[src/common/fetch_pkg.sv]
package fetch_pkg;

  localparam int XLEN        = 32;
  localparam int ORDER_W     = 64;

  localparam int FIFO_DEPTH  = 8;
  // Leaves room for requests already on the bus
  localparam int FIFO_AFULL  = 5;
  localparam int FIFO_PTR_W  = $clog2(FIFO_DEPTH);
  localparam int FIFO_CNT_W  = $clog2(FIFO_DEPTH + 1);

  localparam int BTB_ENTRIES = 16;
  localparam int BTB_IDX_W   = $clog2(BTB_ENTRIES);
  localparam int BTB_TAG_W   = XLEN - 2 - BTB_IDX_W;

  localparam int          ROM_LATENCY = 2;
  localparam logic [31:0] ROM_SALT    = 32'hA5C3_0F69;

  typedef struct packed {
    logic [ORDER_W-1:0] order;
    logic [XLEN-1:0]    pc;
    logic               br_taken;
    logic [XLEN-1:0]    pred_next;
  } fetch_entry_t;

  typedef struct packed {
    logic               vld;
    logic [XLEN-1:0]    inst;
    logic [ORDER_W-1:0] order;
    logic [XLEN-1:0]    pc;
    logic               br_taken;
    logic [XLEN-1:0]    pred_next;
  } fetch_out_t;

  typedef struct packed {
    logic               vld;
    logic               freeze;
    logic               br_miss;
    logic [ORDER_W-1:0] order_next;
    logic [XLEN-1:0]    pc_next;
    logic               upd;
    logic [XLEN-1:0]    upd_pc;
    logic [XLEN-1:0]    upd_target;
  } exu_fb_t;

  typedef struct packed {
    logic            hit;
    logic [XLEN-1:0] target;
  } btb_pred_t;

endpackage

[src/common/wb_pkg.sv]
package wb_pkg;

  localparam int WB_ADR_W = 32;
  localparam int WB_DAT_W = 32;
  localparam int WB_SEL_W = WB_DAT_W / 8;
  // Era tag travels on tgc and comes back with the ack
  localparam int ERA_W    = 4;

  typedef struct packed {
    logic                cyc;
    logic                stb;
    logic                we;
    logic [WB_SEL_W-1:0] sel;
    logic [WB_ADR_W-1:0] adr;
    logic [WB_DAT_W-1:0] dat;
    logic                tga;
    logic [ERA_W-1:0]    tgc;
  } wb_req_t;

  typedef struct packed {
    logic                ack;
    logic                stall;
    logic [WB_DAT_W-1:0] dat;
    logic [ERA_W-1:0]    tgc;
  } wb_rsp_t;

endpackage

[src/hdl/fetch_fifo.sv]
`timescale 1ns/10ps

module fetch_fifo #(
  parameter type T = logic [31:0]
) (
  input  logic clk,
  input  logic rst,
  input  logic clr_i,
  input  logic wr_i,
  input  T     data_i,
  input  logic rd_i,
  output T     data_o,
  output logic empty_o,
  output logic almost_full_o
);

  T                                mem [fetch_pkg::FIFO_DEPTH];
  logic [fetch_pkg::FIFO_PTR_W-1:0] wr_ptr;
  logic [fetch_pkg::FIFO_PTR_W-1:0] rd_ptr;
  logic [fetch_pkg::FIFO_CNT_W-1:0] count;

  always_ff @(posedge clk)
  begin
    if (rst || clr_i)
    begin
      wr_ptr <= '0;
      rd_ptr <= '0;
      count  <= '0;
    end
    else
    begin
      if (wr_i)
        wr_ptr <= wr_ptr + 1'b1;
      if (rd_i)
        rd_ptr <= rd_ptr + 1'b1;
      case ({wr_i, rd_i})
        2'b10:   count <= count + 1'b1;
        2'b01:   count <= count - 1'b1;
        default: count <= count;
      endcase
    end
  end

  // Storage only, pointers decide what is live
  always_ff @(posedge clk)
  begin
    if (wr_i && !clr_i)
      mem[wr_ptr] <= data_i;
  end

  // Show-ahead head of queue
  assign data_o        = mem[rd_ptr];
  assign empty_o       = (count == '0);
  assign almost_full_o = (int'(count) >= fetch_pkg::FIFO_AFULL);

  a_no_overflow: assert property (@(posedge clk) disable iff (rst || clr_i)
    wr_i |-> (int'(count) < fetch_pkg::FIFO_DEPTH));

  a_no_underflow: assert property (@(posedge clk) disable iff (rst || clr_i)
    rd_i |-> !empty_o);

endmodule

[src/hdl/ifu_top.sv]
`timescale 1ns/10ps

module ifu_top (
  input  logic                  clk,
  input  logic                  rst,
  input  fetch_pkg::exu_fb_t    exu_i,
  output fetch_pkg::fetch_out_t fetch_o
);

  logic [fetch_pkg::XLEN-1:0] fetch_pc;
  fetch_pkg::btb_pred_t       pred;
  wb_pkg::wb_req_t            wb_req;
  wb_pkg::wb_rsp_t            wb_rsp;

  riscv_ifu u_riscv_ifu (
    .clk     (clk),
    .rst     (rst),
    .exu_i   (exu_i),
    .pc_o    (fetch_pc),
    .pred_i  (pred),
    .bus_o   (wb_req),
    .bus_i   (wb_rsp),
    .fetch_o (fetch_o)
  );

  // Trained from the update fields of the execute feedback
  branch_target_buffer u_btb (
    .clk    (clk),
    .rst    (rst),
    .pc_i   (fetch_pc),
    .pred_o (pred),
    .upd_i  (exu_i)
  );

  inst_rom u_inst_rom (
    .clk   (clk),
    .rst   (rst),
    .bus_i (wb_req),
    .bus_o (wb_rsp)
  );

endmodule

[src/hdl/inst_rom.sv]
`timescale 1ns/10ps

module inst_rom (
  input  logic            clk,
  input  logic            rst,
  input  wb_pkg::wb_req_t bus_i,
  output wb_pkg::wb_rsp_t bus_o
);

  localparam int LAST = fetch_pkg::ROM_LATENCY - 1;

  logic [1:0]                          stall_cnt;
  logic                                stall;
  logic                                accept;
  logic [fetch_pkg::ROM_LATENCY-1:0]   vld_q;
  logic [wb_pkg::WB_ADR_W-1:0]         adr_q [fetch_pkg::ROM_LATENCY];
  logic [wb_pkg::ERA_W-1:0]            tgc_q [fetch_pkg::ROM_LATENCY];

  // One stall cycle out of four
  assign stall  = (stall_cnt == 2'd3);
  assign accept = bus_i.cyc & bus_i.stb & ~stall;

  always_ff @(posedge clk)
  begin
    if (rst)
    begin
      stall_cnt <= '0;
      vld_q     <= '0;
    end
    else
    begin
      stall_cnt <= stall_cnt + 1'b1;
      vld_q[0]  <= accept;
      for (int i = 1; i < fetch_pkg::ROM_LATENCY; i++)
        vld_q[i] <= vld_q[i-1];
    end
  end

  always_ff @(posedge clk)
  begin
    adr_q[0] <= bus_i.adr;
    tgc_q[0] <= bus_i.tgc;
    for (int i = 1; i < fetch_pkg::ROM_LATENCY; i++)
    begin
      adr_q[i] <= adr_q[i-1];
      tgc_q[i] <= tgc_q[i-1];
    end
  end

  always_comb
  begin
    bus_o.ack   = vld_q[LAST];
    bus_o.stall = stall;
    bus_o.dat   = adr_q[LAST] ^ fetch_pkg::ROM_SALT;
    bus_o.tgc   = tgc_q[LAST];
  end

endmodule

[src/ifu/branch_target_buffer.sv]
`timescale 1ns/10ps

module branch_target_buffer (
  input  logic                       clk,
  input  logic                       rst,
  input  logic [fetch_pkg::XLEN-1:0] pc_i,
  output fetch_pkg::btb_pred_t       pred_o,
  input  fetch_pkg::exu_fb_t         upd_i
);

  logic [fetch_pkg::BTB_ENTRIES-1:0] valid_q;
  logic [fetch_pkg::BTB_TAG_W-1:0]   tag_q    [fetch_pkg::BTB_ENTRIES];
  logic [fetch_pkg::XLEN-1:0]        target_q [fetch_pkg::BTB_ENTRIES];

  logic [fetch_pkg::BTB_IDX_W-1:0]   rd_idx;
  logic [fetch_pkg::BTB_TAG_W-1:0]   rd_tag;
  logic [fetch_pkg::BTB_IDX_W-1:0]   wr_idx;
  logic [fetch_pkg::BTB_TAG_W-1:0]   wr_tag;
  logic                              wr_en;

  // Word offset bits are skipped for the index
  assign rd_idx = pc_i[2 +: fetch_pkg::BTB_IDX_W];
  assign rd_tag = pc_i[fetch_pkg::XLEN-1 : 2+fetch_pkg::BTB_IDX_W];
  assign wr_idx = upd_i.upd_pc[2 +: fetch_pkg::BTB_IDX_W];
  assign wr_tag = upd_i.upd_pc[fetch_pkg::XLEN-1 : 2+fetch_pkg::BTB_IDX_W];
  assign wr_en  = upd_i.vld & upd_i.upd;

  always_ff @(posedge clk)
  begin
    if (rst)
      valid_q <= '0;
    else if (wr_en)
      valid_q[wr_idx] <= 1'b1;
  end

  always_ff @(posedge clk)
  begin
    if (wr_en)
    begin
      tag_q[wr_idx]    <= wr_tag;
      target_q[wr_idx] <= upd_i.upd_target;
    end
  end

  // Same-cycle lookup for the fetch PC
  always_comb
  begin
    pred_o.hit    = valid_q[rd_idx] && (tag_q[rd_idx] == rd_tag);
    pred_o.target = target_q[rd_idx];
  end

endmodule

[src/ifu/riscv_ifu.sv]
`timescale 1ns/10ps

module riscv_ifu (
  input  logic                       clk,
  input  logic                       rst,
  input  fetch_pkg::exu_fb_t         exu_i,
  output logic [fetch_pkg::XLEN-1:0] pc_o,
  input  fetch_pkg::btb_pred_t       pred_i,
  output wb_pkg::wb_req_t            bus_o,
  input  wb_pkg::wb_rsp_t            bus_i,
  output fetch_pkg::fetch_out_t      fetch_o
);

  logic [fetch_pkg::XLEN-1:0]    pc_q;
  logic [fetch_pkg::XLEN-1:0]    pc_next;
  logic [fetch_pkg::ORDER_W-1:0] order_q;
  logic [wb_pkg::ERA_W-1:0]      era_q;
  logic                          run_q;
  logic                          clr_q;
  logic                          issue;
  logic                          miss;
  logic                          frozen;
  logic                          pop;

  fetch_pkg::fetch_entry_t       meta_in_q;
  fetch_pkg::fetch_entry_t       meta_out;
  logic                          meta_wr_q;
  logic                          meta_empty;
  logic                          meta_afull;

  logic [fetch_pkg::XLEN-1:0]    data_in_q;
  logic [fetch_pkg::XLEN-1:0]    data_out;
  logic                          data_wr_q;
  logic                          data_empty;

  assign miss    = exu_i.vld & exu_i.br_miss;
  assign frozen  = exu_i.vld & exu_i.freeze;
  assign issue   = run_q & ~meta_afull & ~bus_i.stall;
  assign pop     = ~meta_empty & ~data_empty & ~clr_q & ~frozen & ~miss;
  assign pc_next = pred_i.hit ? pred_i.target : pc_q + 32'd4;
  assign pc_o    = pc_q;

  always_comb
  begin
    bus_o     = '0;
    bus_o.cyc = issue;
    bus_o.stb = issue;
    bus_o.sel = '1;
    bus_o.adr = pc_q;
    bus_o.tga = pred_i.hit;
    bus_o.tgc = era_q;
  end

  always_ff @(posedge clk)
  begin
    if (rst)
    begin
      pc_q      <= '0;
      order_q   <= '0;
      era_q     <= '0;
      run_q     <= 1'b0;
      clr_q     <= 1'b0;
      meta_wr_q <= 1'b0;
      data_wr_q <= 1'b0;
    end
    else
    begin
      run_q     <= 1'b1;
      clr_q     <= miss;
      meta_wr_q <= issue;
      // Responses from an older era are dropped here
      data_wr_q <= bus_i.ack & (bus_i.tgc == era_q);
      if (miss)
      begin
        pc_q    <= exu_i.pc_next;
        order_q <= exu_i.order_next;
        era_q   <= era_q + 1'b1;
      end
      else if (issue)
      begin
        pc_q    <= pc_next;
        order_q <= order_q + 1'b1;
      end
    end
  end

  always_ff @(posedge clk)
  begin
    meta_in_q.order     <= order_q;
    meta_in_q.pc        <= pc_q;
    meta_in_q.br_taken  <= pred_i.hit;
    meta_in_q.pred_next <= pc_next;
    data_in_q           <= bus_i.dat;
  end

  fetch_fifo #(.T(fetch_pkg::fetch_entry_t)) u_meta_fifo (
    .clk           (clk),
    .rst           (rst),
    .clr_i         (clr_q),
    .wr_i          (meta_wr_q),
    .data_i        (meta_in_q),
    .rd_i          (pop),
    .data_o        (meta_out),
    .empty_o       (meta_empty),
    .almost_full_o (meta_afull)
  );

  // Data never runs ahead of metadata, so only the metadata fill gates issue
  fetch_fifo #(.T(logic [fetch_pkg::XLEN-1:0])) u_data_fifo (
    .clk           (clk),
    .rst           (rst),
    .clr_i         (clr_q),
    .wr_i          (data_wr_q),
    .data_i        (data_in_q),
    .rd_i          (pop),
    .data_o        (data_out),
    .empty_o       (data_empty),
    .almost_full_o ()
  );

  // Decode register holds its contents while frozen
  always_ff @(posedge clk)
  begin
    if (pop)
    begin
      fetch_o.inst      <= data_out;
      fetch_o.order     <= meta_out.order;
      fetch_o.pc        <= meta_out.pc;
      fetch_o.br_taken  <= meta_out.br_taken;
      fetch_o.pred_next <= meta_out.pred_next;
    end
    if (rst || miss)
      fetch_o.vld <= 1'b0;
    else if (pop)
      fetch_o.vld <= 1'b1;
    else if (!frozen)
      fetch_o.vld <= 1'b0;
  end

  // Every returned word finds its fetch entry already queued
  a_data_has_meta: assert property (@(posedge clk) disable iff (rst)
    (data_wr_q && !clr_q) |-> !meta_empty);

  a_stb_rst: assert property (@(posedge clk) rst |=> !bus_o.stb);

endmodule

[config.mk]
export PLATFORM = sky130hd
export DESIGN_NAME = ifu_top
export DESIGN_NICKNAME = d
export VERILOG_FILES = /design/src/common/fetch_pkg.sv /design/src/common/wb_pkg.sv /design/src/hdl/fetch_fifo.sv /design/src/hdl/ifu_top.sv /design/src/hdl/inst_rom.sv /design/src/ifu/branch_target_buffer.sv /design/src/ifu/riscv_ifu.sv
export SDC_FILE = /design/constraint.sdc
export NUM_CORES = 2
export LEC_CHECK = 0
export BUFFER_PORTS_ARGS = -buffer_cell sky130_fd_sc_hd__buf_2
export CORE_MARGIN = 4
export CORE_UTILIZATION = 30
export DETAILED_ROUTE_END_ITERATION = 8
export PLACE_DENSITY = 0.41
export SLEW_MARGIN = 10
export SYNTH_ARGS = -nofsm -noshare
export SYNTH_HDL_FRONTEND = slang
export SYNTH_SLANG_ARGS = --single-unit
[constraint.sdc]
create_clock -name clk -period 18.25 [get_ports clk]
set_input_delay 3.65 -clock clk [delete_from_list [all_inputs] [get_ports clk]]
set_output_delay 3.65 -clock clk [all_outputs]
set_load 0.02 [all_outputs]
==> impl_metrics.json <==
{
  "synth_cells": 4650,
  "slew_violations": 0,
  "synth.net_count": 4832,
  "synth.area.mux_share": 0.158,
  "synth-xor-area-share": 0.0116,
  "multiInputGateArea_um2": 21400,
  "clock.fmax_ghz": 0.140,
  "status": "finished, final reports clean",
  "crit_type": "reg2reg",
  "wl_per_cell_um": 27.6,
  "fillers": 30960,
  "route.detailed.drc": 0,
  "first_iter_violations": 3303,
  "routed_wl_um": 272000,
  "relSlewSlack": 0.219,
  "worstSkewPairLatency_ns": 0.89,
  "rows": 212,
  "setup_viol": 0,
  "peakVddDrop_mv": 0.0652,
  "design.die.area_um2": 345000,
  "die_y_um": 587,
  "dp_hpwl_um": 153000,
  "synth_top_family_by_area": "multiplexers",
  "antenna_found_initial": 71,
  "synth_simple_gate_area_share": 0.0213,
  "io_buffers": 325,
  "path_cells": "buf_4, buf_4, buf_4, buf_4, mux4_2, nor2b_1, a221oi_1, xnor2_1, a32oi_1, nor4b_4, nand4_4, or4_1, and3_1",
  "synth_warnings": 0,
  "syn2layout_area_growth_pct": 17.3,
  "clockBufferDepth": 4,
  "final_hold_viol_count": 0,
  "critical-path-slowest-cell": "buf_4",
  "numCtsBuffers": 316,
  "viasPerCell": 4.77,
  "die_x_um": 587,
  "max_stage_delay_ns": 0.82,
  "start_util": 0.302,
  "layout_min_cycle_time_ns": 7.12,
  "async_flop_share": 0,
  "worst_pin_slew_ns": 1.16,
  "arrival_ns": 7.89,
  "p_per_area_nw_per_um2": 115,
  "worstHoldPathType": "reg2reg",
  "yosysSeqAreaShare": 0.779,
  "drive_above_1_share": 0.316,
  "cp.required_ns": 19.02,
  "crit_top_cell": "buf_4",
  "setup-tns-final_ns": 0,
  "grt_overflow": 0,
  "vias": 46988,
  "hold_ws_ns": 0.324,
  "drv_cap": 0,
  "leakagePower_uw": 0.0371,
  "nets": 5359,
  "ctsResizeCount": 0,
  "regArea_um2": 78400,
  "netlist_area_um2": 101000,
  "cts_tree": "yes",
  "synth_edf_count": 2377,
  "gp_congestion": 0.732,
  "io_pins": 328,
  "start_kind": "flip-flop",
  "rsz0062_at_grt": "no",
  "ctsRootBufferMaster": "clkbuf_16",
  "cts_hold_buf": 0,
  "grt_max_degree": 117,
  "endpoint_kind": "flip-flop",
  "synthFlopType": "edfxtp_1",
  "synth_seq_cells": 2726,
  "core_area_um2": 334000,
  "clk_pin_slew_worst_paths_ns": 0.06,
  "htree_num_levels": 5,
  "grt_pass1_vias": 49909,
  "dr.pass1.iters": 5,
  "grt_first_pass_wirelength_um": 387000,
  "synthAdderAreaFrac": 0.00214,
  "post_cts.repair.setup_buffers": 0,
  "fin_skew_ns": 0.0703,
  "synth_area_per_cell_um2": 21.6,
  "clkSinkCount": 2726,
  "grt_usage": 0.155,
  "final_antenna_net_count": 0,
  "final.period_utilization": 0.390,
  "ys_types": 68,
  "crit_path_max_fanout": 42,
  "synth_compound_gate_area_share": 0.0169
}
## flip-flops by register name (all words and copies together), names as in the netlist, 4 cells and up, named ones only
signal and cells:
u_riscv_ifu.order_q 64, u_riscv_ifu.u_data_fifo.count 4, u_riscv_ifu.fetch_o 162, u_btb.valid_q 16
u_riscv_ifu.meta_in_q 128, u_inst_rom.tgc_q 8, u_riscv_ifu.data_in_q 32, u_riscv_ifu.u_meta_fifo.mem 1032
u_riscv_ifu.pc_o 32, u_riscv_ifu.era_q 4, u_riscv_ifu.u_meta_fifo.count 4, u_btb.tag_q 416
u_inst_rom.adr_q 33, u_riscv_ifu.u_data_fifo.mem 256, u_btb.target_q 512
## path summary, 6_finish.rpt
kind,start,slack [ns],end,cells past startpoint
worst min-delay path,u_inst_rom.adr_q[0][52]$_DFF_P_,0.32,u_riscv_ifu.data_in_q[20]$_DFF_P_,0
worst min register to register,u_inst_rom.adr_q[0][52]$_DFF_P_,0.32,u_riscv_ifu.data_in_q[20]$_DFF_P_,0
worst max register to register,flip-flop,11.13,u_riscv_ifu.pc_o[0]$_SDFFE_PP0N_,13
worst max-delay path,flip-flop,11.13,u_riscv_ifu.pc_o[0]$_SDFFE_PP0N_,13
## Yosys cell counts (27+ instances only)
cell type / instances / area, µm²
nand4_1: 27 / 169
a21oi_1: 43 / 215
nand2_1: 72 / 270
mux2_2: 171 / 1930
mux2i_1: 66 / 661
dfxtp_1: 349 / 6990
o21ai_0: 47 / 235
nor2_1: 155 / 582
a22o_1: 30 / 263
buf_1: 47 / 176
inv_1: 40 / 150
buf_2: 38 / 190
mux4_2: 574 / 12900
edfxtp_1: 2377 / 71400
xnor2_1: 60 / 526
xor2_1: 73 / 639
nand3_1: 44 / 220
clkbuf_1: 129 / 484
a211oi_1: 29 / 218
## metal layers
layer	GRT usage	share of wire	vias up
li1	-	-	20241
met1	0.207	0.44	25247
met2	0.263	0.49	1028
met3	0.0260	0.045	434
met4	0.0393	0.024	38
met5	0	0.00087	-
## cell families after synthesis
| kind of cell | Yosys count |
|---|---|
| compound gates | 241 |
| mux | 836 |
| simple gates | 427 |
| flops | 2726 |
| fa+ha+maj | 16 |
| buf+inv | 271 |
| xor+xnor | 133 |
## cell usage in the layout (no fill, tap or decap), types with 29 or more instances in the layout
cell       synthesis  layout
edfxtp_1        2377    2377
mux4_2           574     574
dfxtp_1          349     339
clkbuf_16          0     328
buf_2             38     324
mux2_2           171     171
nor2_1           155     131
buf_4              8     110
clkbuf_1         129      82
xor2_1            73      73
nand2_1           72      71
mux2i_1           66      66
xnor2_1           60      60
clkinv_1           0      51
o21ai_0           47      47
clkinv_2           0      46
nand3_1           44      44
a21oi_1           43      43
inv_1             40      39
clkbuf_8           0      32
a22o_1            30      30
a211oi_1          29      29
## where the power goes
part           switching [µW]  internal [µW]  total, µW
logic                     297            218        515
clock network            2490           3650       6130
registers                 106           6880       6990
## layout make-up
cell class	count	area share
Inverter	41	0.00131
Clock buffer	442	0.0759
Multi-Input combinational cell	1653	0.181
Clock inverter	135	0.00938
Timing Repair Buffer	439	0.0216
Antenna cell	18	0.000382
Tap cell	4387	0.0465
Sequential cell	2726	0.664
## critical path: cells and delay by family, from the launching register on
kind	cells	cell delay, ns
muxes	1	0.59
AOI/OAI and AO/OA	2	0.32
DFF	1	0.62
buffers and inverters	4	2.91
and+or+nand+nor	5	2.24
xor gates and xnor gates	1	0.15
## metrics by stage
stage / std cells / power, µW / setup WS (ns) / cell area (µm²) / utilization
floorplan: 4650 / 7400 / 4.63 / 101000 / -
global placement: 9246 / 7640 / 10.75 / 108000 / 0.324
detailed placement: 9246 / 7650 / 10.78 / 108000 / 0.324
CTS: 9823 / 13900 / 10.82 / 118000 / 0.354
global route: 9826 / 14200 / 10.47 / 118000 / 0.354
finish: 9841 / 13600 / 11.13 / 118000 / 0.354
No activity file was read; power rests on OpenSTA's default activity.
